===== src/verilog/raster_defines.svh =====
`ifndef RASTER_DEFINES_SVH
`define RASTER_DEFINES_SVH

`define RASTER_TILE_SIZE 4
`define RASTER_FIFO_DEPTH 8

// write side word indices
`define RASTER_REG_X1 4'd0
`define RASTER_REG_Y1 4'd1
`define RASTER_REG_X2 4'd2
`define RASTER_REG_Y2 4'd3
`define RASTER_REG_X3 4'd4
`define RASTER_REG_Y3 4'd5
`define RASTER_REG_CLIP_LEFT 4'd6
`define RASTER_REG_CLIP_TOP 4'd7
`define RASTER_REG_CLIP_RIGHT 4'd8
`define RASTER_REG_CLIP_BOT 4'd9
`define RASTER_REG_CONTROL 4'd10

`define RASTER_CTRL_START 0
`define RASTER_CTRL_CLIP_EN 1

// read side word indices
`define RASTER_REG_STATUS 4'd0
`define RASTER_REG_TILE_POS 4'd1
`define RASTER_REG_TILE_MASK 4'd2

`define RASTER_STAT_BUSY 0
`define RASTER_STAT_AVAIL 1
`define RASTER_STAT_COUNT 8

`endif


===== src/verilog/tile_fifo.sv =====
`timescale 1ns/10ps
`include "raster_defines.svh"

module tile_fifo #(
    parameter type item_t = logic [31:0],
    parameter int depth = `RASTER_FIFO_DEPTH
) (
    input  logic                   clk,
    input  logic                   reset,
    input  logic                   push,
    input  item_t                  push_data,
    input  logic                   pop,
    output item_t                  head,
    output logic                   full,
    output logic                   empty,
    output logic [$clog2(depth):0] count
);

    localparam int ptr_w = $clog2(depth);

    item_t mem [depth];
    logic [ptr_w-1:0] wr_ptr;
    logic [ptr_w-1:0] rd_ptr;
    logic do_push;
    logic do_pop;

    assign full = count == depth;
    assign empty = count == '0;
    assign do_pop = pop && !empty;
    assign do_push = push && (!full || do_pop); // full plus pop frees a slot
    assign head = mem[rd_ptr]; // fall-through head

    always_ff @(posedge clk or posedge reset) begin
        if (reset) begin
            wr_ptr <= '0;
            rd_ptr <= '0;
            count <= '0;
        end else begin
            if (do_push) wr_ptr <= wr_ptr + 1'b1;
            if (do_pop) rd_ptr <= rd_ptr + 1'b1;
            case ({do_push, do_pop})
                2'b10: count <= count + 1'b1;
                2'b01: count <= count - 1'b1;
                default: ;
            endcase
        end
    end

    always_ff @(posedge clk) begin
        if (do_push) mem[wr_ptr] <= push_data;
    end

endmodule


===== config.mk =====
export PLATFORM = sky130hd
export DESIGN_NAME = tile_fifo
export DESIGN_NICKNAME = d
export VERILOG_FILES = /design/src/verilog/tile_fifo.sv
export VERILOG_INCLUDE_DIRS = /design/src /design/src/verilog
export SDC_FILE = /design/constraint.sdc
export NUM_CORES = 1
export LEC_CHECK = 0
export BUFFER_PORTS_ARGS = -buffer_cell sky130_fd_sc_hd__buf_2
export CAP_MARGIN = 10
export CORE_UTILIZATION = 40
export CTS_CLUSTER_DIAMETER = 60
export DETAILED_ROUTE_END_ITERATION = 6
export HOLD_SLACK_MARGIN = 0.12
export SLEW_MARGIN = 20
export SYNTH_ARGS = -nofsm -noshare
export SYNTH_HDL_FRONTEND = slang
export SYNTH_SLANG_ARGS = --single-unit

===== constraint.sdc =====
create_clock -name clk -period 4.1 [get_ports clk]
set_input_delay 0 -clock clk [delete_from_list [all_inputs] [get_ports clk]]
set_output_delay 0 -clock clk [all_outputs]
set_load 0.01 [all_outputs]

# After elaboration in Yosys (flattened, before gate mapping)
# Memory sizes are Yosys's and may differ from the RTL's.
# Index checks and enable logic that the tools add are counted.
[totals]
register_bits = 10
ram_bits = 256
input_bits = 36
out_inout_bits = 38
n_memories = 1
[memory_table]
columns = ["name", "words", "width", "rd", "rd_ports_with_merged_regs", "write_ports", "line", "rtl"]
rows = [
  ["mem", 8, 32, 1, 0, 1, "tile_fifo.sv:21", "item_t mem [depth];"],
]
[op_classes]
add_sub_neg = 4
eq_ne = 3
n_mux = 3
reduce_logical = 7
[op_table]
columns = ["cell", "n"]
rows = [
  ["$pmux 4 s2", 1],
  ["$add 3x1->3 const B", 2],
  ["$add 4x1->4 const B", 1],
  ["$eq 4x4->1 const B", 1],
  ["$logic_not 4->1", 1],
  ["$sub 4x1->4 const B", 1],
  ["$eq 2x1->1 const B", 1],
  ["$eq 2x2->1 const B", 1],
  ["$logic_and 1x1->1", 2],
  ["$logic_not 1->1", 2],
  ["$mux 1", 2],
  ["$reduce_bool 2->1", 1],
  ["$logic_or 1x1->1", 1],
]

# Logic depth before layout (Yosys ltp)
# Gate-level depths: netlist of the first run.
[depth]
word_depth = 7
mapped_depth = 10
depth_no_buf = 9

# Least setup slack after synthesis of the first run
# OpenSTA, ideal clock, no wires.
[synth_path]
path_type = "register -> register"
startpoint = "register count[1]"
endpoint = "memory mem[0][0] (netlist name), enable pin"
setup_time_ps = 461
arrival_ps = 3241
required_ps = 3639
path_slack_ps = 398
stages_incl_launch_ff = 6
period_less_slack_ps = 3702
path_cell_list = "dfrtp_1 > or3_1 > buf_2 > o21a_1 > nand2b_1 > nor3_1"
[synth_between]
elab_chain_len = 7
word_cells_on_any_way = 9
classes_between = "eq/ne (1); mux (2); reduce/logical (6)"
[synth_rtl]
columns = ["element", "line", "rtl"]
rows = [
  ["start, declared", "tile_fifo.sv:16", "output logic [$clog2(depth):0] count"],
  ["start signal, assigned", "tile_fifo.sv:42", "2'b10: count <= count + 1'b1;"],
  ["start signal, assigned", "tile_fifo.sv:43", "2'b01: count <= count - 1'b1;"],
  ["$logic_not 4->1", "tile_fifo.sv:28", "assign empty = count == '0;"],
  ["$logic_not 1->1", "tile_fifo.sv:29", "assign do_pop = pop && !empty;"],
  ["$logic_and 1x1->1", "tile_fifo.sv:29", ""],
  ["$logic_or 1x1->1 *", "tile_fifo.sv:30", "assign do_push = push && (!full || do_pop);"],
  ["$logic_and 1x1->1 *", "tile_fifo.sv:30", ""],
  ["$mux 1 *", "tile_fifo.sv:50", "if (do_push) mem[wr_ptr] <= push_data;"],
  ["$mux 1 (implied by the code) *", "tile_fifo.sv:50", ""],
  ["end, declared", "tile_fifo.sv:21", ""],
]
# Every way passes the cells marked *; elsewhere a longest branch is shown, timed or not.

==> reports/qor_table.md, run 1 <==
| Step | Result | This run |
|---|---|---|
| pwr | Total Power Consumption | 0.008292 W |
| timing | Slew HR | 30.58% |
| finish | Number of nets at the end of the flow | 612 |
| floorplan | Initial cell density of the core | 41.07% |
| worst setup path | Highest cell delay on the worst timing path | 1000 ps |
| timing | F_max | 0.3364 GHz |
| drt | Detailed-route DRC error count | 0 |
| yosys | Leading cell types by total area after synthesis | edfxtp_1, mux4_2, mux4_1 |
| yosys | Number of unique standard cell types used by synthesis | 34 |
| finish | Area used by multi-input combinational logic | 2345 µm² |
| clocking | Max Buffers Root-to-Sink | 3 |
| outcome | Run status | finished clean |
| floorplan | I/O Pins | 74 |
| yosys | Synthesized Nets | 483 |
| timing | Final slew viol count | 0 |
| worst setup path | Reg-to-reg critical path endpoint | mem[6][11] |
| worst setup path | Highest net fanout along the worst path | 45 |
| worst setup path | Kind of capture point of the worst setup path | output port |
| place | HPWL after detailed placement | 10.98 mm |
| grt | Wire length of the first global-routing pass | 29.78 mm |
| yosys | Area share of the largest cell type after synthesis | 73.91% |
| grt | Vias in the first global route | 5180 |
| yosys | Asr flop ratio synth | 3.759% |
| yosys | Largest area contributor in the netlist | edfxtp_1 |
| min path | Class of the worst hold path | input pin to flip-flop |
| yosys | Yosys warning count | 0 |
| finish | Core Util, Final | 48.90% |
| yosys | Most used standard cells in the synthesized netlist | edfxtp_1, mux4_2, mux2_2 |
| worst setup path | Critical path type | flip-flop to output port |
| clocking | Clock-pin transition on the worst setup and hold timing paths | 60 ps |
| worst setup path | Register-to-Register Path Depth | 5 |
| finish | Area added between synthesis and finish | 19.07% |
| yosys | Portion of the post-synthesis area used by sequential elements | 76.31% |
| worst setup path | CP Launch Type | flip-flop |
| drt | Per-cell routed wire length | 20.95 µm |
| yosys | Syn Std Cell Area | 10400 µm² |
| pwr | Maximum resistive drop on vdd | 0.3884 mV |
| drt | Router iterations before antenna repair | 4 |
| place | Port-buffer cells | 73 |
| clocking | Number of H-tree levels | 1 |
| grt | Global route overflow | 0 |
| clocking | Number of CTS-inserted buffers | 27 |
| yosys | Number of flops mapped to enable cells by yosys | 256 |
| worst setup path | Ordered cell list for the critical path | buf_4, mux4_1, mux2_2, buf_2 |
| clocking | Post-CTS sizing | 0 |
| place | Routability congestion estimate from global placement | 0.7464 |
| min path | Critical hold path startpoint | push_data[16] |
| yosys | Count of mapped cells out of synthesis | 442 |
| timing | Ratio of final minimum period to clock period | 72.50% |
| timing | Number of hold violations in the final report | 0 |
| clocking | Clock net sink count | 266 |
| worst setup path | Source of the worst register-to-register timing path | count[2] |
| grt | Initial antenna violation count | 0 |
| flow run | Number of max-cap violations | 0 |
| finish | Post-layout instance count excluding filler cells | 922 |
| yosys | Most common cell in the synthesized netlist | edfxtp_1 |
| yosys | Mean instance size in the synthesized netlist | 23.53 µm² |
| timing | Setup repair after global routing missed its margin | no |
| worst setup path | Setup slack on the worst flop-to-flop path | 1430 ps |
| floorplan | Cell row count | 58 |
| min path | Cells on Worst Hold Path | 2 |
| finish | Fraction of final layout cells sized beyond drive strength 1 | 35.81% |
| clocking | Clock tree root buffer cell | clkbuf_16 |
| worst setup path | Slowest cell on the critical path | dfrtp_4 |
| pwr | Leakage power total | 4.193 nW |
| pwr | Total power density per cell area | 669.5 nW/µm² |
| grt | Maximum number of pins on one net before global-route repair | 46 |
| clocking | Number of buffers inserted by post-CTS setup repair | 0 |
| min path | Worst Hold End | mem[4][16] |
| drt | Routed via count divided by cell count | 5.133 |
| timing | Tmin final | 2973 ps |
| finish | Fill cells | 2047 |
| timing | Post-route setup TNS | 0 ps |
| clocking | # hold bufs at CTS | 36 |
| floorplan | Vertical extent of the die | 163.3 µm |
| timing | Post-route clock skew | 5.669 ps |
| timing | Worst hold slack after final layout | 283.9 ps |
| drt | WL final | 19.32 mm |
| worst setup path | Data arrival, critical path | 2970 ps |
| timing | Slew at the pin closest to its max-slew limit | 1041 ps |
| floorplan | Core footprint | 25330 µm² |
| grt | Total global-route track usage | 15.09% |
| drt | Count of antenna-violating nets left after detailed routing | 0 |
| finish | Antenna diodes | 0 |
| floorplan | Area of the die | 26650 µm² |
| drt | Via Count | 4733 |
| worst setup path | Critical path required time | 4100 ps |
| timing | Number of setup violations in the final report | 0 |
| place | Cell Count Post-Placement | 836 |
| yosys | Main synth FF type | edfxtp_1 |
| finish | Footprint of the flip-flops and latches | 7946 µm² |
| clocking | Source-to-sink clock delay at the later pin of the worst-skew pair | 520 ps |
| clocking | TritonCTS clock tree | built |
| yosys | FF+latch count, synth | 266 |
| drt | DR iter-0 viols | 224 |
| floorplan | DIE WIDTH | 163.3 µm |
==> worst max path at each step <==
stage                     startpoint         to  slack (ps)  cells after the start
after floorplan             count[1]  mem[0][0]         400                      5
after global placement      count[0]   count[3]        1520                      9
after detailed placement    count[1]  mem[6][6]        1410                      5
after CTS                  rd_ptr[0]   head[18]        1030                      4
after global routing       rd_ptr[0]   head[18]         950                      4
final                      rd_ptr[0]   head[18]        1130                      4
==> through the flow <==
stage               setup WS (ps)  instance area (µm²)
floorplan                   398.4                10400
global placement             1522                11160
detailed placement           1407                11180
CTS                          1031                12380
global route                946.6                12380
finish                       1127                12380
==> cells by family after synthesis <==
kind of cell / after synthesis / share of synthesized area (%)
fa+ha+maj: 5 / 0.6737
flops: 266 / 76.31
buf+inv: 26 / 1.672
mux: 101 / 18.78
simple gates: 31 / 1.395
xor+xnor: 6 / 0.5052
compound gates: 7 / 0.6616
==> layer usage <==
layer,vias up,GRT usage [%],part of all wire (%)
met5,-,0,0
met4,0,3.866,1.7
met3,31,2.209,3.6
met2,85,26.62,52
met1,2483,19.50,43
li1,2134,-,-
==> area by class of cell <==
cell class | count | share of cell area (%)
Sequential cell | 266 | 64.16
Multi-Input combinational cell | 150 | 18.93
Timing Repair Buffer | 120 | 6.628
Clock buffer | 31 | 5.577
Tap cell | 330 | 3.334
Clock inverter | 19 | 1.182
Inverter | 6 | 0.1819
==> sequential cells by signal (all words and copies together) (netlist names) <==
signal / cells
rd_ptr: 3
count: 4
mem: 256
wr_ptr: 3
==> critical path, delay by kind of cell, from the launching register on <==
kind     cells  cell delay [ps]
flops        1             1000
mux          2              880
buf+inv      2              530
==> power by group <==
part           internal (W)  total, W  leakage (nW)  switching, W
Sequential          0.00337   0.00379          2.44      0.000416
Combinational       0.00121   0.00221          1.34      0.000997
Clock               0.00133   0.00229         0.413      0.000959
==> cell usage in the layout, fill, tap and decap left out, types with 2 or more instances in the layout <==
cell type,count
mux4_1,25
inv_6,2
clkbuf_1,4
clkbuf_16,27
nor3_2,2
nand3_1,2
ha_1,4
clkinv_2,7
buf_2,73
nand2b_1,4
dlygate4sd3_1,36
dfrtp_1,7
buf_4,10
xnor2_1,4
clkinv_1,7
nor2_1,3
dfrtp_4,2
or3_1,2
inv_1,6
nand2_1,9
xor2_1,2
mux2_2,33
mux2i_1,2
bufinv_16,2
edfxtp_1,256
nor2_4,6
or2_2,2
mux4_2,39
(Power assumes the default switching activity.)
==> run 2, diff against run 1 <==
- clock period: 4.1 -> 2.63 ns (I/O delays scaled with it)
==> reports/qor_table.md, run 2 (same netlist as run 1, synthesis figures left out) <==
| Step | Result | This run |
|---|---|---|
| outcome | Run status | finished clean |
| floorplan | Area of the die | 26650 µm² |
| grt | Wire length of the first global-routing pass | 29.17 mm |
| timing | Final slew viol count | 0 |
| clocking | Number of CTS-inserted buffers | 27 |
| clocking | Clock net sink count | 266 |
| drt | Detailed-route DRC error count | 0 |
| pwr | Sequential Power Share | 42.0% |
| place | Port-buffer cells | 73 |
| grt | Global route overflow | 0 |
| clocking | Source-to-sink clock delay at the later pin of the worst-skew pair | 510 ps |
| place | Cell Count Post-Placement | 840 |
| clocking | Max Buffers Root-to-Sink | 3 |
| min path | Class of the worst hold path | input pin to flip-flop |
| pwr | Gate power share | 30.4% |
| timing | Post-route clock skew | 10.06 ps |
| drt | DR iter-0 viols | 283 |
| place | HPWL after detailed placement | 11.00 mm |
| drt | Routed via count divided by cell count | 5.033 |
| pwr | Maximum resistive drop on vdd | 0.6132 mV |
| timing | F_max | 0.4105 GHz |
| pwr | Switching portion of total power | 27.96% |
| timing | Number of setup violations in the final report | 0 |
| drt | WL final | 18.59 mm |
| clocking | TritonCTS clock tree | built |
| finish | Fraction of final layout cells sized beyond drive strength 1 | 37.31% |
| worst setup path | Critical path required time | 2630 ps |
| grt | Initial antenna violation count | 0 |
| pwr | Leakage power total | 4.304 nW |
| timing | Number of hold violations in the final report | 0 |
| timing | Tmin final | 2436 ps |
| pwr | Internal power of the cells | 0.009578 W |
| worst setup path | Ordered cell list for the critical path | buf_4, mux4_1, mux2_2, buf_2 |
| floorplan | DIE WIDTH | 163.3 µm |
| finish | Number of nets at the end of the flow | 625 |
| finish | Register ranked first by flip-flop count | mem |
| floorplan | Core footprint | 25330 µm² |
| worst setup path | Highest cell delay on the worst timing path | 840 ps |
| flow run | Number of max-cap violations | 0 |
| timing | Setup repair after global routing missed its margin | no |
| worst setup path | Slowest cell on the critical path | dfrtp_2 |
| timing | Slew HR | 50.24% |
| finish | Leading cell type in the layout, fill and taps excluded | edfxtp_1 |
| timing | Post-route setup TNS | 0 ps |
| finish | Largest registers ranked by flip-flop count | mem x256, count x4 |
| clocking | Clock-pin transition on the worst setup and hold timing paths | 60 ps |
| clocking | Post-CTS sizing | 0 |
| grt | Total global-route track usage | 14.57% |
| worst setup path | Kind of capture point of the worst setup path | output port |
| worst setup path | Critical path type | flip-flop to output port |
| drt | Via Count | 4696 |
| worst setup path | Data arrival, critical path | 2440 ps |
| floorplan | Vertical extent of the die | 163.3 µm |
| worst setup path | Highest net fanout along the worst path | 28 |
| pwr | Total Power Consumption | 0.01329 W |
| finish | Largest register FFs | 256 |
| timing | Slew at the pin closest to its max-slew limit | 744.0 ps |
| pwr | Share of total power in the clock network | 27.6% |
| floorplan | Initial cell density of the core | 41.07% |
| floorplan | Cell row count | 58 |
| grt | Maximum number of pins on one net before global-route repair | 33 |
| pwr | NetSw | 0.003717 W |
| finish | Antenna diodes | 0 |
| finish | Post-layout instance count excluding filler cells | 933 |
| worst setup path | CP Launch Type | flip-flop |
| drt | Router iterations before antenna repair | 4 |
| clocking | Clock tree root buffer cell | clkbuf_16 |
| finish | Area added between synthesis and finish | 21.75% |
| pwr | Total power density per cell area | 1050 nW/µm² |
| floorplan | I/O Pins | 74 |
| grt | Vias in the first global route | 5056 |
| place | Routability congestion estimate from global placement | 0.7126 |
| timing | Ratio of final minimum period to clock period | 92.62% |
| drt | Per-cell routed wire length | 19.93 µm |
| clocking | Number of H-tree levels | 1 |
| drt | Count of antenna-violating nets left after detailed routing | 0 |
| finish | Commonest non-fill, non-tap cells in the layout | edfxtp_1, buf_2, mux4_2 |
[run 2: changes by cell type in the layout (fill, tap and decap cells not counted), moves of 2 or more]
cell / change
buf_12: +10
buf_4: +2
clkinv_1: -2
clkinv_2: -3
clkinv_4: +2
inv_6: -2
nor3_2: -2
nor3_4: +2
[run 2: area by class of cell]
cell class,instances,area (µm²)
clock buffer,31,690.7
clock inverter,17,172.7
fill,2019,12660
inverter,6,22.52
multi-input combinational,150,2357
sequential,266,7944
tap,330,412.9
timing repair buffer,133,1064
[run 2: repair_timing]
item                                    CTS  global route
hold buffers                             36             0
hold endpoints to repair                276             0
endpoints found under the setup margin    0             2
setup buffers                             0             5
[run 2: worst paths after layout]
path	startpoint	to	slack (ps)	cells after the start
worst min-delay path	push_data[16]	mem[4][16]	300	2
worst max register to register	count[0]	count[3]	230	9
max in group asynchronous	reset	rd_ptr[0]	1680	4
worst max-delay path	rd_ptr[1]	head[15]	190	4
min in group asynchronous	reset	wr_ptr[2]	600	4
worst min register to register	wr_ptr[0]	wr_ptr[0]	550	2
[run 2: critical path: cells and delay by family, from the launching register on]
kind     cells  cell delay, ps
buf+inv      2             470
flops        1             840
mux          2             610
[run 2: per-layer routing]
layer  share of wire (%)  track usage, %  vias to the layer above
li1                    -               -                     2155
met4                 1.1           3.271                        0
met1                  45           19.92                     2426
met5                   0               0                        -
met3                 4.1           2.336                       16
met2                  50           24.54                       99
[run 2: power groups by stage]
stage	Clock, W	Sequential, W	Combinational, W
2_1_floorplan	0	0.00550	0.00281
3_3_place_gp	0	0.00573	0.00384
3_5_place_dp	0	0.00576	0.00389
4_1_cts	0.00378	0.00567	0.00395
5_1_grt	0.00396	0.00564	0.00439
6_report	0.00367	0.00558	0.00404
[run 2: stage by stage]
stage | setup slack, ps | instance area (µm²) | hold WS [ps] | utilization [%]
after global placement | 206.0 | 11260 | 25.09 | 44.47
after CTS | 63.55 | 12530 | 282.2 | 49.46
after global routing | 50.12 | 12660 | 312.3 | 50.00
final | 194.1 | 12660 | 299.2 | 50.00
after floorplan | -215.2 | 10410 | -159.8 | -
after detailed placement | 112.5 | 11300 | 34.95 | 44.63
