$ cat src/verilog/raster_defines.svh
`ifndef RASTER_DEFINES_SVH
`define RASTER_DEFINES_SVH

`define RASTER_TILE_SIZE 4
`define RASTER_FIFO_DEPTH 8

// write side word indices
`define RASTER_REG_X1 4'd0
`define RASTER_REG_Y1 4'd1
`define RASTER_REG_X2 4'd2
`define RASTER_REG_Y2 4'd3
`define RASTER_REG_X3 4'd4
`define RASTER_REG_Y3 4'd5
`define RASTER_REG_CLIP_LEFT 4'd6
`define RASTER_REG_CLIP_TOP 4'd7
`define RASTER_REG_CLIP_RIGHT 4'd8
`define RASTER_REG_CLIP_BOT 4'd9
`define RASTER_REG_CONTROL 4'd10

`define RASTER_CTRL_START 0
`define RASTER_CTRL_CLIP_EN 1

// read side word indices
`define RASTER_REG_STATUS 4'd0
`define RASTER_REG_TILE_POS 4'd1
`define RASTER_REG_TILE_MASK 4'd2

`define RASTER_STAT_BUSY 0
`define RASTER_STAT_AVAIL 1
`define RASTER_STAT_COUNT 8

`endif

$ cat src/verilog/raster_pkg.sv
package raster_pkg;

    // integer pixel coordinate
    typedef logic signed [15:0] coord_t;

    typedef struct packed {
        coord_t x;
        coord_t y;
    } vertex_t;

    // value at a pixel is a*x + b*y + c
    typedef struct packed {
        logic signed [31:0] a;
        logic signed [31:0] b;
        logic signed [47:0] c;
    } edge_t;

    // inclusive bounds
    typedef struct packed {
        coord_t min_x;
        coord_t min_y;
        coord_t max_x;
        coord_t max_y;
    } bbox_t;

    typedef struct packed {
        coord_t tile_x;
        coord_t tile_y;
        logic [15:0] mask; // bit i at (i mod 4, i div 4)
    } tile_t;

endpackage

$ cat src/verilog/raster_regs.sv
`timescale 1ns/10ps
`include "raster_defines.svh"

module raster_regs (
    input  logic                clk,
    input  logic                reset,
    input  logic [31:0]         s_awaddr,
    input  logic                s_awvalid,
    output logic                s_awready,
    input  logic [31:0]         s_wdata,
    input  logic                s_wvalid,
    output logic                s_wready,
    output logic [1:0]          s_bresp,
    output logic                s_bvalid,
    input  logic                s_bready,
    input  logic [31:0]         s_araddr,
    input  logic                s_arvalid,
    output logic                s_arready,
    output logic [31:0]         s_rdata,
    output logic [1:0]          s_rresp,
    output logic                s_rvalid,
    input  logic                s_rready,
    output raster_pkg::vertex_t v1,
    output raster_pkg::vertex_t v2,
    output raster_pkg::vertex_t v3,
    output raster_pkg::bbox_t   clip,
    output logic                clip_en,
    output logic                start,
    input  logic                engine_busy,
    input  raster_pkg::tile_t   head,
    input  logic                fifo_empty,
    input  logic [3:0]          fifo_count,
    output logic                pop
);

    logic [3:0] wr_idx;
    logic [3:0] rd_idx;
    logic wr_en;
    logic rd_en;
    logic [1:0] setup_pipe; // start travelling through the two setup stages
    logic busy;
    logic [31:0] rd_word;

    assign wr_idx = s_awaddr[5:2];
    assign rd_idx = s_araddr[5:2];
    assign wr_en = s_awready && s_awvalid && s_wvalid;
    assign rd_en = s_arready && s_arvalid;
    assign busy = start || (setup_pipe != 2'b00) || engine_busy;
    assign pop = rd_en && (rd_idx == `RASTER_REG_TILE_MASK) && !fifo_empty;
    assign s_bresp = 2'b00; // always OKAY
    assign s_rresp = 2'b00;

    always_ff @(posedge clk or posedge reset) begin
        if (reset) begin
            s_awready <= 1'b0;
            s_wready <= 1'b0;
            s_bvalid <= 1'b0;
            start <= 1'b0;
            clip_en <= 1'b0;
            setup_pipe <= 2'b00;
        end else begin
            // accept address and data together, one cycle
            s_awready <= !s_awready && !s_bvalid && s_awvalid && s_wvalid;
            s_wready <= !s_awready && !s_bvalid && s_awvalid && s_wvalid;
            start <= wr_en && (wr_idx == `RASTER_REG_CONTROL) &&
                     s_wdata[`RASTER_CTRL_START] && !busy;
            setup_pipe <= {setup_pipe[0], start};
            if (wr_en) begin
                s_bvalid <= 1'b1;
            end else if (s_bready) begin
                s_bvalid <= 1'b0;
            end
            if (wr_en && (wr_idx == `RASTER_REG_CONTROL)) begin
                clip_en <= s_wdata[`RASTER_CTRL_CLIP_EN];
            end
        end
    end

    always_ff @(posedge clk) begin
        if (wr_en) begin
            case (wr_idx)
                `RASTER_REG_X1: v1.x <= s_wdata[15:0];
                `RASTER_REG_Y1: v1.y <= s_wdata[15:0];
                `RASTER_REG_X2: v2.x <= s_wdata[15:0];
                `RASTER_REG_Y2: v2.y <= s_wdata[15:0];
                `RASTER_REG_X3: v3.x <= s_wdata[15:0];
                `RASTER_REG_Y3: v3.y <= s_wdata[15:0];
                `RASTER_REG_CLIP_LEFT: clip.min_x <= s_wdata[15:0];
                `RASTER_REG_CLIP_TOP: clip.min_y <= s_wdata[15:0];
                `RASTER_REG_CLIP_RIGHT: clip.max_x <= s_wdata[15:0];
                `RASTER_REG_CLIP_BOT: clip.max_y <= s_wdata[15:0];
                default: ;
            endcase
        end
    end

    always_comb begin
        rd_word = '0;
        case (rd_idx)
            `RASTER_REG_STATUS: begin
                rd_word[`RASTER_STAT_BUSY] = busy;
                rd_word[`RASTER_STAT_AVAIL] = !fifo_empty;
                rd_word[`RASTER_STAT_COUNT +: 4] = fifo_count;
            end
            `RASTER_REG_TILE_POS: begin
                if (!fifo_empty) rd_word = {head.tile_y, head.tile_x};
            end
            `RASTER_REG_TILE_MASK: begin
                if (!fifo_empty) rd_word[15:0] = head.mask;
            end
            default: ;
        endcase
    end

    always_ff @(posedge clk or posedge reset) begin
        if (reset) begin
            s_arready <= 1'b0;
            s_rvalid <= 1'b0;
        end else begin
            s_arready <= !s_arready && !s_rvalid && s_arvalid;
            if (rd_en) begin
                s_rvalid <= 1'b1;
            end else if (s_rready) begin
                s_rvalid <= 1'b0;
            end
        end
    end

    always_ff @(posedge clk) begin
        if (rd_en) s_rdata <= rd_word; // captured with the pop
    end

endmodule

$ cat config.mk
export PLATFORM = sky130hd
export DESIGN_NAME = raster_regs
export DESIGN_NICKNAME = d
export VERILOG_FILES = /design/src/verilog/raster_pkg.sv /design/src/verilog/raster_regs.sv
export VERILOG_INCLUDE_DIRS = /design/src /design/src/verilog
export SDC_FILE = /design/constraint.sdc
export NUM_CORES = 1
export LEC_CHECK = 0
export ABC_AREA = 1
export BUFFER_PORTS_ARGS = -buffer_cell sky130_fd_sc_hd__buf_4
export CORE_AREA = 4 4 136 138
export CTS_CLUSTER_SIZE = 14
export DETAILED_ROUTE_END_ITERATION = 16
export DIE_AREA = 0 0 140 142
export PLACE_DENSITY = 0.72
export SYNTH_ARGS = -nofsm -noshare
export SYNTH_HDL_FRONTEND = slang
export SYNTH_SLANG_ARGS = --single-unit
$ cat constraint.sdc
create_clock -name clk -period 3.2 [get_ports clk]
set_input_delay 0 -clock clk [delete_from_list [all_inputs] [get_ports clk]]
set_output_delay 0 -clock clk [all_outputs]
set_load 0.05 [all_outputs]
======== After elaboration in Yosys (flattened, before gate mapping) ========
Cells that the tools add are included.
storage, ports and cells
  word-level logic and storage cells ...... 79
  output and inout port bits .............. 204
  input port bits ......................... 157
  register bits ........................... 200
operators by class
  reductions and logical operators ........ 37
  equality and inequality tests ........... 12
  bitwise gates (word level) .............. 1
  mux-type cells .......................... 10
operators with widths
  operator                                              number
  two-way mux 16 bit                                    2
  AND reduction 2 bit                                   10
  equality test 4 x 3 -> 1 bit (second input constant)  4
  logical AND 1 bit                                     13
  equality test 4 x 2 -> 1 bit (second input constant)  3
  equality test 4 bit (second input constant)           3
  one-hot mux 4 bit (3 select lines)                    1
  one-hot mux 6 bit (2 select lines)                    1
  equality test 4 x 1 -> 1 bit (second input constant)  2
  zero test 4 bit                                       2
  one-hot mux 4 bit (2 select lines)                    1
  zero test 1 bit                                       6
  one-hot mux 2 bit (3 select lines)                    1
  nonzero test 2 bit                                    3
  two-way mux 1 bit                                     4
  logical OR 1 bit                                      2
  OR reduction 2 bit                                    1
  NOT 1 bit                                             1

======== Logic depth before layout (Yosys ltp) ========
Gate-level depths: netlist (run 1).
  depth in word-level cells ............... 5
  gate-level depth with buffers ........... 5
  mapped depth without buffers ............ 5

======== Worst setup path before layout (run 1) ========
Ideal clock, no wire load.
  path type ............................... register -> register
  from .................................... register, netlist name s_wready
  to ...................................... register v2[0] in the netlist's numbering, enable pin
  buffers on the path ..................... 0
  clock period less this slack ............ 2495 ps
  cell stages (with the launch flop) ...... 3
  data arrival time ....................... 2086 ps
  setup slack ............................. 705 ps
  path through ............................ dfrtp_1 > nand3_1 > nor3_1
RTL lines
  what              line               source
  end: declaration  raster_regs.sv:24  output raster_pkg::vertex_t v2,

======== Worst setup path in the final report (run 1) ========
  from .................................... input port s_awaddr[4]
  to ...................................... register clip_en
between the ends
  cells in the longest elaborated chain, start to end .. 2
ends and longest elaborated chain
  what                           line               source
  start: declaration             raster_regs.sv:7   input logic [31:0] s_awaddr,
  equality test 4 bit (no line)  --
  logical AND 1 bit              raster_regs.sv:73  if (wr_en && (wr_idx == `RASTER_REG_CONTROL)) begin
  end signal: assignment         raster_regs.sv:74  clip_en <= s_wdata[`RASTER_CTRL_CLIP_EN];
  end: declaration               raster_regs.sv:27  output logic clip_en,
No other way between the ends.
A chain may end at the register's enable or synchronous reset.

==> run summary, run 1 <==
status -> finished, final reports clean
Layout Nets -> 918
min-delay worst type -> in -> reg
DIE AREA -> 0.0199 mm^2
Avg WL per Cell -> 19.0 um
Antenna Cells -> 0
crit end category -> flop
Pwr Density -> 512 mW/mm^2
Port-buffer cells -> 284
first-pass GRT wire length -> 28,600 um
Initial DRC Count -> 294
Overflow after GRT -> 0
share of layout cells above drive strength 1 -> 45.0%
Clock Skews -> 0.0105 ns
hpwl dp -> 12,700 um
Tot GR Track Use -> 19.2%
Placed Instance Area -> 0.00930 mm^2
Final Wtd Congestion -> 0.843
Starting Density -> 40.0%
Slowest-stage cell, CP -> dlygate4sd3_1
Seq/Total Area, Yosys -> 86.8%
Crit path required time -> 3.56 ns
WS Path Type -> in -> reg
cell area after layout -> 0.0106 mm^2
most frequent CP cell -> dlygate4sd3_1
CP arrival -> 2.74 ns
row cnt -> 48
most frequent cell after synthesis -> edfxtp_1
core area -> 0.0172 mm^2
Hold Violations, Final -> 0
post-place setup slack -> 1.27 ns
VDD IR max -> 0.374 mV
clk_lat worst skew -> 0.43 ns
Die Wd -> 140 um
Buf/Inv on CP -> 5
DR pass1 iterations -> 4
Routed WL -> 19,000 um
number of antenna violations at the first check in global routing -> 0
largest net degree at the start of global routing -> 32
clock root buffer -> clkbuf_16
CP peak stage delay -> 0.59 ns
clock buffer depth -> 2
Worst Tran Pin Value -> 0.684 ns
Setup crit start kind -> input port
setup repair bufs after CTS -> 0
TritonCTS clock tree -> yes
fin crit period -> 2.38 ns
die height -> 142 um
Mapped Cells -> 385
relative slew slack -> 54.1%
Worst-path clk slew -> 0.08 ns
Num CTS Buffers -> 17
Synth area leader -> edfxtp_1
I/O pin cnt -> 361
vias in the first global route -> 4,864
Area contributors post-synth -> edfxtp_1 84%, dfrtp_1 2.9%, inv_1 2.9%
Final setup viols -> 0
routed vias/inst -> 4.67
Yosys reg bits -> 200
post-synthesis cell area -> 0.00687 mm^2
Yosys warning count -> 0
Yosys cell types -> 22
Layout area overhead -> 54.4%
Synth top cells by count -> 192 x edfxtp_1, 53 x inv_1, 45 x nor2_1
Max Cap Viol -> 0
worst setup margin -> 0.819 ns
async set-reset flop share out of synthesis -> 4.00%
antenna-violating nets left -> 0
Slew Viols, Final -> 0
Worst Path Max Fanout -> 3
DRC viols -> 0
CTS Sinks -> 200
Post-synth EDFFs -> 192
Most used DFF post-synth -> edfxtp_1
fmax -> 420 MHz
overall via count from detail_route -> 4,669
Tot Pwr -> 5.43 mW
unrepaired setup endpoints after global routing -> false
Tcrit/Tclk final -> 74.4%
Static Leak -> 4.39 nW
H-Tree Level Count -> 4
Syn Area/Cell -> 17.8 um^2
setup TNS -> 0 ns
family with the most delay on the worst path -> buffers and inverters
post-synth top area share -> 83.9%
WHS -> 0.0435 ns
worst path cell trace -> dlygate4sd3_1 -> buf_4 -> nor2_1 -> dlygate4sd3_1 -> nand3_1 -> dlygate4sd3_1 -> nand2_1 -> dlygate4sd3_1
## metrics by stage
step	util, %	instances
CTS	61.8	999
global route	61.8	999
finish	61.8	999
detailed placement	54.1	896
global placement	54.1	896
floorplan	-	388
## placed cells by master (no fill, tap or decap), drive strengths merged
| master | netlist | layout |
|---|---|---|
| edfxtp | 192 | 192 |
| nand3 | 26 | 26 |
| dfrtp | 8 | 8 |
| inv | 55 | 63 |
| o21ai | 12 | 12 |
| dlygate4sd3 | 0 | 71 |
| conb | 1 | 4 |
| nand2 | 16 | 16 |
| nor2 | 48 | 48 |
| buf | 9 | 295 |
| nor3 | 3 | 3 |
| nand4 | 11 | 11 |
| clkbuf | 3 | 17 |
| or2 | 1 | 1 |
| clkinv | 0 | 7 |
## power breakdown
| group | switching [mW] | internal, mW |
|---|---|---|
| registers | 0.0125 | 2.89 |
| clock network | 1.04 | 1.06 |
| logic | 0.252 | 0.171 |
| total | 1.31 | 4.13 |
## worst min-delay path, delay by kind of cell
family / cells / cell delay (ns)
compound gates: 1 / 0.15
buf+inv: 1 / 0.08
simple gates: 1 / 0.20
## path summary, 6_finish.rpt
kind	startpoint	to	slack [ns]	cells after the start
setup / recovery	s_awaddr[4]	clip_en	0.82	8
hold / removal	s_wvalid	s_bvalid	0.04	3
setup reg to reg	s_wready	clip_en	1.02	6
hold reg to reg	setup_pipe[0]	setup_pipe[1]	0.39	0
max in group asynchronous	reset	start	2.88	3
min in group asynchronous	reset	s_arready	0.07	3
## flip-flops by register name (all words and copies together) (netlist names)
name and cells:
clip 64, s_rdata 32, v1 32, v2 32, v3 32, setup_pipe 2, clip_en 1, s_arready 1
s_bvalid 1, s_rvalid 1, s_wready 1, start 1
## cell type report
type	instances	area (um^2)
inverter	55	206
clock inverter	15	176
sequential	200	5970
timing repair buffer	366	2930
multi-input combinational	121	629
fill	1208	6570
tap	225	282
clock buffer	17	425
## routing by layer
metal / track usage, % / vias up / part of all wire (%)
met5: 0 / - / 0
met4: 4.69 / 0 / 1.3
met3: 7.19 / 23 / 10
met2: 34.7 / 288 / 52
met1: 21.6 / 2239 / 37
li1: - / 2119 / -
## cells by family after synthesis
family / share of synthesized area [%]
compound gates: 1.09
buf+inv: 4.62
flops: 86.8
other cells: 0.0546
simple gates: 7.41
## what timing repair did
action,in CTS,in global routing
hold buffers,71,0
resized for setup,0,0
setup endpoints to repair,0,0
endpoints found under the hold margin,206,0
Note: power is estimated with default switching activity, not from simulation.
==> inputs of run 2 (changes only) <==
--- a/config.mk
+++ b/config.mk
@@ -8,11 +8,11 @@
 export LEC_CHECK = 0
 export ABC_AREA = 1
 export BUFFER_PORTS_ARGS = -buffer_cell sky130_fd_sc_hd__buf_4
-export CORE_AREA = 4 4 136 138
+export CORE_AREA = 4 4 137 139
 export CTS_CLUSTER_SIZE = 14
 export DETAILED_ROUTE_END_ITERATION = 16
-export DIE_AREA = 0 0 140 142
-export PLACE_DENSITY = 0.72
+export DIE_AREA = 0 0 141 143
+export PLACE_DENSITY = 0.71
 export SYNTH_ARGS = -nofsm -noshare
 export SYNTH_HDL_FRONTEND = slang
 export SYNTH_SLANG_ARGS = --single-unit
==> constraint.sdc (replaced) <==
create_clock -name clk -period 2.5 [get_ports clk]
set_input_delay 0 -clock clk [delete_from_list [all_inputs] [get_ports clk]]
set_output_delay 0 -clock clk [all_outputs]
set_load 0.05 [all_outputs]
==> run 2 against run 1 <==
  * Sequential share of layout area is 0.099 points lower
  * Clock skew is 0.0037 ns lower
  * Largest cell class unchanged
  * Clock power is 30% higher
==> run summary, run 2 (synthesized netlist as in run 1, its figures left out) <==
vias in the first global route -> 4,658
Buf/Inv on CP -> 5
WS Path Type -> in -> reg
hold endpoint -> s_rdata[9]
clock buffer depth -> 2
Pwr Density -> 656 mW/mm^2
largest net degree at the start of global routing -> 28
clock root buffer -> clkbuf_16
CP peak stage delay -> 0.58 ns
# fillers -> 1,284
crit end category -> flop
most frequent CP cell -> dlygate4sd3_1
Antenna Cells -> 0
VDD IR max -> 0.420 mV
first-pass GRT wire length -> 26,800 um
Routed WL -> 18,100 um
R2R depth -> 6
max FFs per register -> 64
Worst Tran Pin Value -> 0.570 ns
fmax -> 428 MHz
min-delay src -> head[9]
routed vias/inst -> 4.54
Slew Viols, Final -> 0
Die Wd -> 141 um
Hold Path Stages -> 5
Overflow after GRT -> 0
Initial DRC Count -> 250
Final Wtd Congestion -> 0.874
Slowest-stage cell, CP -> dlygate4sd3_1
core area -> 0.0177 mm^2
clk_lat worst skew -> 0.42 ns
worst path cell trace -> dlygate4sd3_1 -> buf_4 -> nor2_1 -> dlygate4sd3_1 -> nand3_1 -> dlygate4sd3_1 -> nand2_1 -> dlygate4sd3_1
Layout Nets -> 917
Hold Violations, Final -> 0
Worst Path Max Fanout -> 3
Port-buffer cells -> 284
Num CTS Buffers -> 17
DR pass1 iterations -> 5
Worst-path clk slew -> 0.08 ns
CP arrival -> 2.70 ns
capturing point of the worst reg2reg path -> clip_en
most common cell after layout, fill and taps aside -> buf_4
most frequent cells in the layout -> 296 x buf_4, 192 x edfxtp_1, 68 x dlygate4sd3_1
overall via count from detail_route -> 4,552
H-Tree Level Count -> 4
die height -> 143 um
share of layout cells above drive strength 1 -> 45.4%
Largest Register -> clip
antenna-violating nets left -> 0
Tot GR Track Use -> 17.8%
I/O pin cnt -> 361
Setup crit start kind -> input port
Final setup viols -> 0
DRC viols -> 0
DIE AREA -> 0.0202 mm^2
number of antenna violations at the first check in global routing -> 0
Crit path required time -> 2.86 ns
Tcrit/Tclk final -> 93.5%
relative slew slack -> 61.9%
reg2reg setup slack -> 0.39 ns
Layout area overhead -> 54.7%
Starting Density -> 38.9%
post-place setup slack -> 0.761 ns
Worst R2R Start -> s_wready
CTS Sinks -> 200
worst setup margin -> 0.161 ns
TritonCTS clock tree -> yes
family with the most delay on the worst path -> buffers and inverters
row cnt -> 49
min-delay worst type -> in -> reg
Clock Skews -> 0.00677 ns
Static Leak -> 4.39 nW
hpwl dp -> 12,600 um
setup TNS -> 0 ns
unrepaired setup endpoints after global routing -> false
status -> finished, final reports clean
post-cts resize count -> 0
fin crit period -> 2.34 ns
Avg WL per Cell -> 18.0 um
Max Cap Viol -> 0
run 2: metal layers:
metal  wire, um  vias to the layer above  global-route usage [%]
li1           -                     2111                       -
met1       6580                     2109                    20.6
met2       9090                      308                    30.2
met3       2000                       24                    6.20
met4        405                        0                    7.45
met5          0                        -                       0
run 2: worst min-delay path: cells and delay by family:
| kind | cells | cell delay [ns] |
|---|---|---|
| and+or+nand+nor | 3 | 0.22 |
| buffers and inverters | 2 | 0.10 |
run 2: cell type report:
cell class	instances	area [um^2]	share of cell area [%]
clock buffer	17	425	4.00
clock inverter	15	193	1.81
inverter	55	206	1.94
multi-input combinational	121	629	5.92
sequential	200	5970	56.1
tap	229	287	2.70
timing repair buffer	365	2920	27.5
run 2: worst max-delay path by stage:
stage / to / slack (ns) / start / cells past startpoint
2_1_floorplan: v2[0] / 0.005 / s_wready / 2
3_3_place_gp: clip[28] / 0.82 / s_wready / 5
3_5_place_dp: clip[14] / 0.76 / s_wready / 5
4_1_cts: clip_en / 0.23 / s_awaddr[4] / 8
5_1_grt: clip_en / 0.1 / s_awaddr[4] / 8
6_report: clip_en / 0.16 / s_awaddr[4] / 8
run 2: power breakdown:
group	internal, mW	switching [mW]
Combinational	0.216	0.318
Sequential	3.70	0.0157
Clock	1.38	1.35
run 2: what timing repair did:
| action | in CTS | in global routing |
|---|---|---|
| endpoints found under the setup margin | 0 | 0 |
| hold buffers | 68 | 0 |
| hold endpoints to repair | 204 | 0 |
| setup buffers | 0 | 0 |
run 2: metrics by stage:
stage               area, um^2  hold WS (ns)  instances  utilization, %  power, mW
finish                   10600        0.0247       1002            60.2       6.98
floorplan                 6880        -0.184        388               -       4.03
global placement          9330       -0.0283        902            52.8       4.24
detailed placement        9330       -0.0169        902            52.8       4.25
CTS                      10600       0.00123       1002            60.2       7.03
global route             10600        0.0309       1002            60.2       7.24
==> inputs of run 3 (changes only) <==
--- a/config.mk
+++ b/config.mk
@@ -6,13 +6,13 @@
 export SDC_FILE = /design/constraint.sdc
 export NUM_CORES = 1
 export LEC_CHECK = 0
-export ABC_AREA = 1
+export ABC_AREA = 0
 export BUFFER_PORTS_ARGS = -buffer_cell sky130_fd_sc_hd__buf_4
-export CORE_AREA = 4 4 137 139
+export CORE_AREA = 4 4 139 141
 export CTS_CLUSTER_SIZE = 14
 export DETAILED_ROUTE_END_ITERATION = 16
-export DIE_AREA = 0 0 141 143
-export PLACE_DENSITY = 0.71
+export DIE_AREA = 0 0 143 145
+export PLACE_DENSITY = 0.67
 export SYNTH_ARGS = -nofsm -noshare
 export SYNTH_HDL_FRONTEND = slang
 export SYNTH_SLANG_ARGS = --single-unit
==> run 3 against run 2 <==
  * Power is 1.9% lower
  * Utilization is 1.9 points lower
  * Final cell count fell by 8.8%
  * Worst hold slack improved by 0.048 ns
  * Global-route usage down 0.69 points
  * Synthesized cell count down 26%
  * Clock power fell by 3%
==> run summary, run 3 <==
status -> finished, final reports clean
unrepaired setup endpoints after global routing -> false
Die Wd -> 143 um
Critical Path Start -> s_wready
Largest Register -> clip
Slew Viols, Final -> 0
post-synth top area share -> 88.0%
Starting Density -> 36.5%
Static Leak -> 4.20 nW
most frequent cells in the layout -> 296 x buf_4, 192 x edfxtp_1, 76 x dlygate4sd3_1
Max Cap Viol -> 0
first-pass GRT wire length -> 25,900 um
die height -> 145 um
setup repair bufs after CTS -> 0
fmax -> 511 MHz
Final setup viols -> 0
relative slew slack -> 56.3%
Crit path required time -> 2.63 ns
mux cell area share after synthesis -> 0.172%
reg2reg setup slack -> 0.54 ns
Synth area leader -> edfxtp_1
Clock Skews -> 0.0118 ns
hpwl dp -> 12,400 um
Yosys reg bits -> 200
Setup crit start kind -> flop
CTS Sinks -> 200
DR pass1 iterations -> 4
Area contributors post-synth -> edfxtp_1 88%, dfrtp_1 3.1%, and2_1 2.1%
Layout Nets -> 830
Adder-Cell Fraction of Synth Area -> 0%
post-synthesis cell area -> 0.00655 mm^2
Yosys warning count -> 0
H-Tree Level Count -> 4
critical path endpoint -> v2[16]
Final Wtd Congestion -> 0.752
overall via count from detail_route -> 4,142
DRC viols -> 0
synthesized-area fraction occupied by and/or/nand/nor cells -> 4.98%
Overflow after GRT -> 0
Synth Area in XOR/XNOR -> 0%
Hold Violations, Final -> 0
CP peak stage delay -> 0.64 ns
crit end category -> flop
Seq/Total Area, Yosys -> 91.1%
antenna-violating nets left -> 0
share of layout cells above drive strength 1 -> 50.1%
Pwr Density -> 653 mW/mm^2
Mapped Cells -> 285
fin crit period -> 1.96 ns
min-delay worst type -> in -> async
Slowest-stage cell, CP -> dlygate4sd3_1
largest net degree at the start of global routing -> 35
setup TNS -> 0 ns
WHS -> 0.0732 ns
TritonCTS clock tree -> yes
Tot GR Track Use -> 17.1%
Worst R2R Start -> s_wready
routed vias/inst -> 4.53
compound-gate portion of the synthesized area -> 2.43%
core area -> 0.0180 mm^2
worst setup margin -> 0.545 ns
vias in the first global route -> 4,325
max FFs per register -> 64
Layout area overhead -> 59.9%
clock root buffer -> clkbuf_16
async set-reset flop share out of synthesis -> 4.00%
Syn Area/Cell -> 23.0 um^2
R2R depth -> 3
WS Path Type -> reg -> reg
DIE AREA -> 0.0207 mm^2
clk_lat worst skew -> 0.42 ns
clock buffer depth -> 2
CP arrival -> 2.09 ns
cell area after layout -> 0.0105 mm^2
Yosys cell types -> 28
Layout Utilization -> 58.3%
Routed WL -> 18,100 um
Num CTS Buffers -> 17
Post-synth EDFFs -> 192
most frequent cell after synthesis -> edfxtp_1
number of antenna violations at the first check in global routing -> 0
Worst Tran Pin Value -> 0.649 ns
Antenna Cells -> 0
post-place setup slack -> 0.558 ns
VDD IR max -> 0.443 mV
most common cell after layout, fill and taps aside -> buf_4
# fillers -> 1,350
Avg WL per Cell -> 19.8 um
I/O pin cnt -> 361
capturing point of the worst reg2reg path -> v2[16]
Port-buffer cells -> 284
worst path cell trace -> nand4_1 -> nor4_4 -> dlygate4sd3_1
Worst Path Max Fanout -> 5
Tcrit/Tclk final -> 78.2%
main combinational cell family by area after synthesis -> simple AND/OR/NAND/NOR gates
Worst-path clk slew -> 0.07 ns
Initial DRC Count -> 146
Synth top cells by count -> 192 x edfxtp_1, 22 x and2_1, 10 x a22o_1
Placed Instance Area -> 0.00914 mm^2
Most used DFF post-synth -> edfxtp_1
row cnt -> 49
run 3: cell count changes after synthesis, moves of 10 or more:
cell / previous run / this run
a22o_1: 0 / 10
and2_1: 0 / 22
inv_1: 53 / 5
nand2_1: 16 / 1
nand3_1: 24 / 1
nand4_1: 11 / 1
nor2_1: 45 / 5
run 3: power by group:
part	switching [mW]	total, mW	internal [mW]
logic	0.263	0.474	0.212
clock network	1.16	2.65	1.49
registers	0.0142	3.72	3.70
run 3: worst min-delay path by stage:
stage,from,to,slack (ns),cells past startpoint
finish,reset,s_wready,0.07,3
global route,reset,s_bvalid,0.09,3
CTS,reset,s_bvalid,0.06,3
detailed placement,reset,setup_pipe[0],-0.04,2
global placement,reset,start,-0.05,2
floorplan,reset,clip_en,-0.18,1
run 3: cell type report:
class	count	area, um^2	share of cell area [%]
repair buffers	375	3040	29.1
clock inverters	12	141	1.35
well taps	229	287	2.74
clock buffers	19	433	4.13
multi-input cells	74	584	5.58
inverters	5	18.8	0.179
flip-flops and latches	200	5970	57.0
run 3: repair_timing:
item / CTS / global route
endpoints found under the hold margin: 217 / 0
hold buffers: 76 / 0
gates resized for setup: 0 / 0
run 3: logic make-up after synthesis:
| group | count (synthesis) |
|---|---|
| buffers and inverters | 14 |
| AOI/OAI and AO/OA | 18 |
| other | 1 |
| DFF | 200 |
| and+or+nand+nor | 51 |
| muxes | 1 |
run 3: routing by layer:
layer	share of wire [%]	vias up	GRT usage, %
met3	9.0	20	6.05
met2	52	204	29.6
met5	0	-	0
met4	1.6	0	4.94
li1	-	1891	-
met1	38	2027	19.9
run 3: critical path: cells and delay by family (launching register included):
family | cells | cell delay [ns]
buffers and inverters | 1 | 0.64
and+or+nand+nor | 2 | 0.57
DFF | 1 | 0.45
run 3: stage by stage:
step | power, mW | instances
floorplan | 3.97 | 288
global placement | 4.17 | 807
detailed placement | 4.18 | 807
CTS | 6.89 | 914
global route | 7.08 | 914
finish | 6.84 | 914
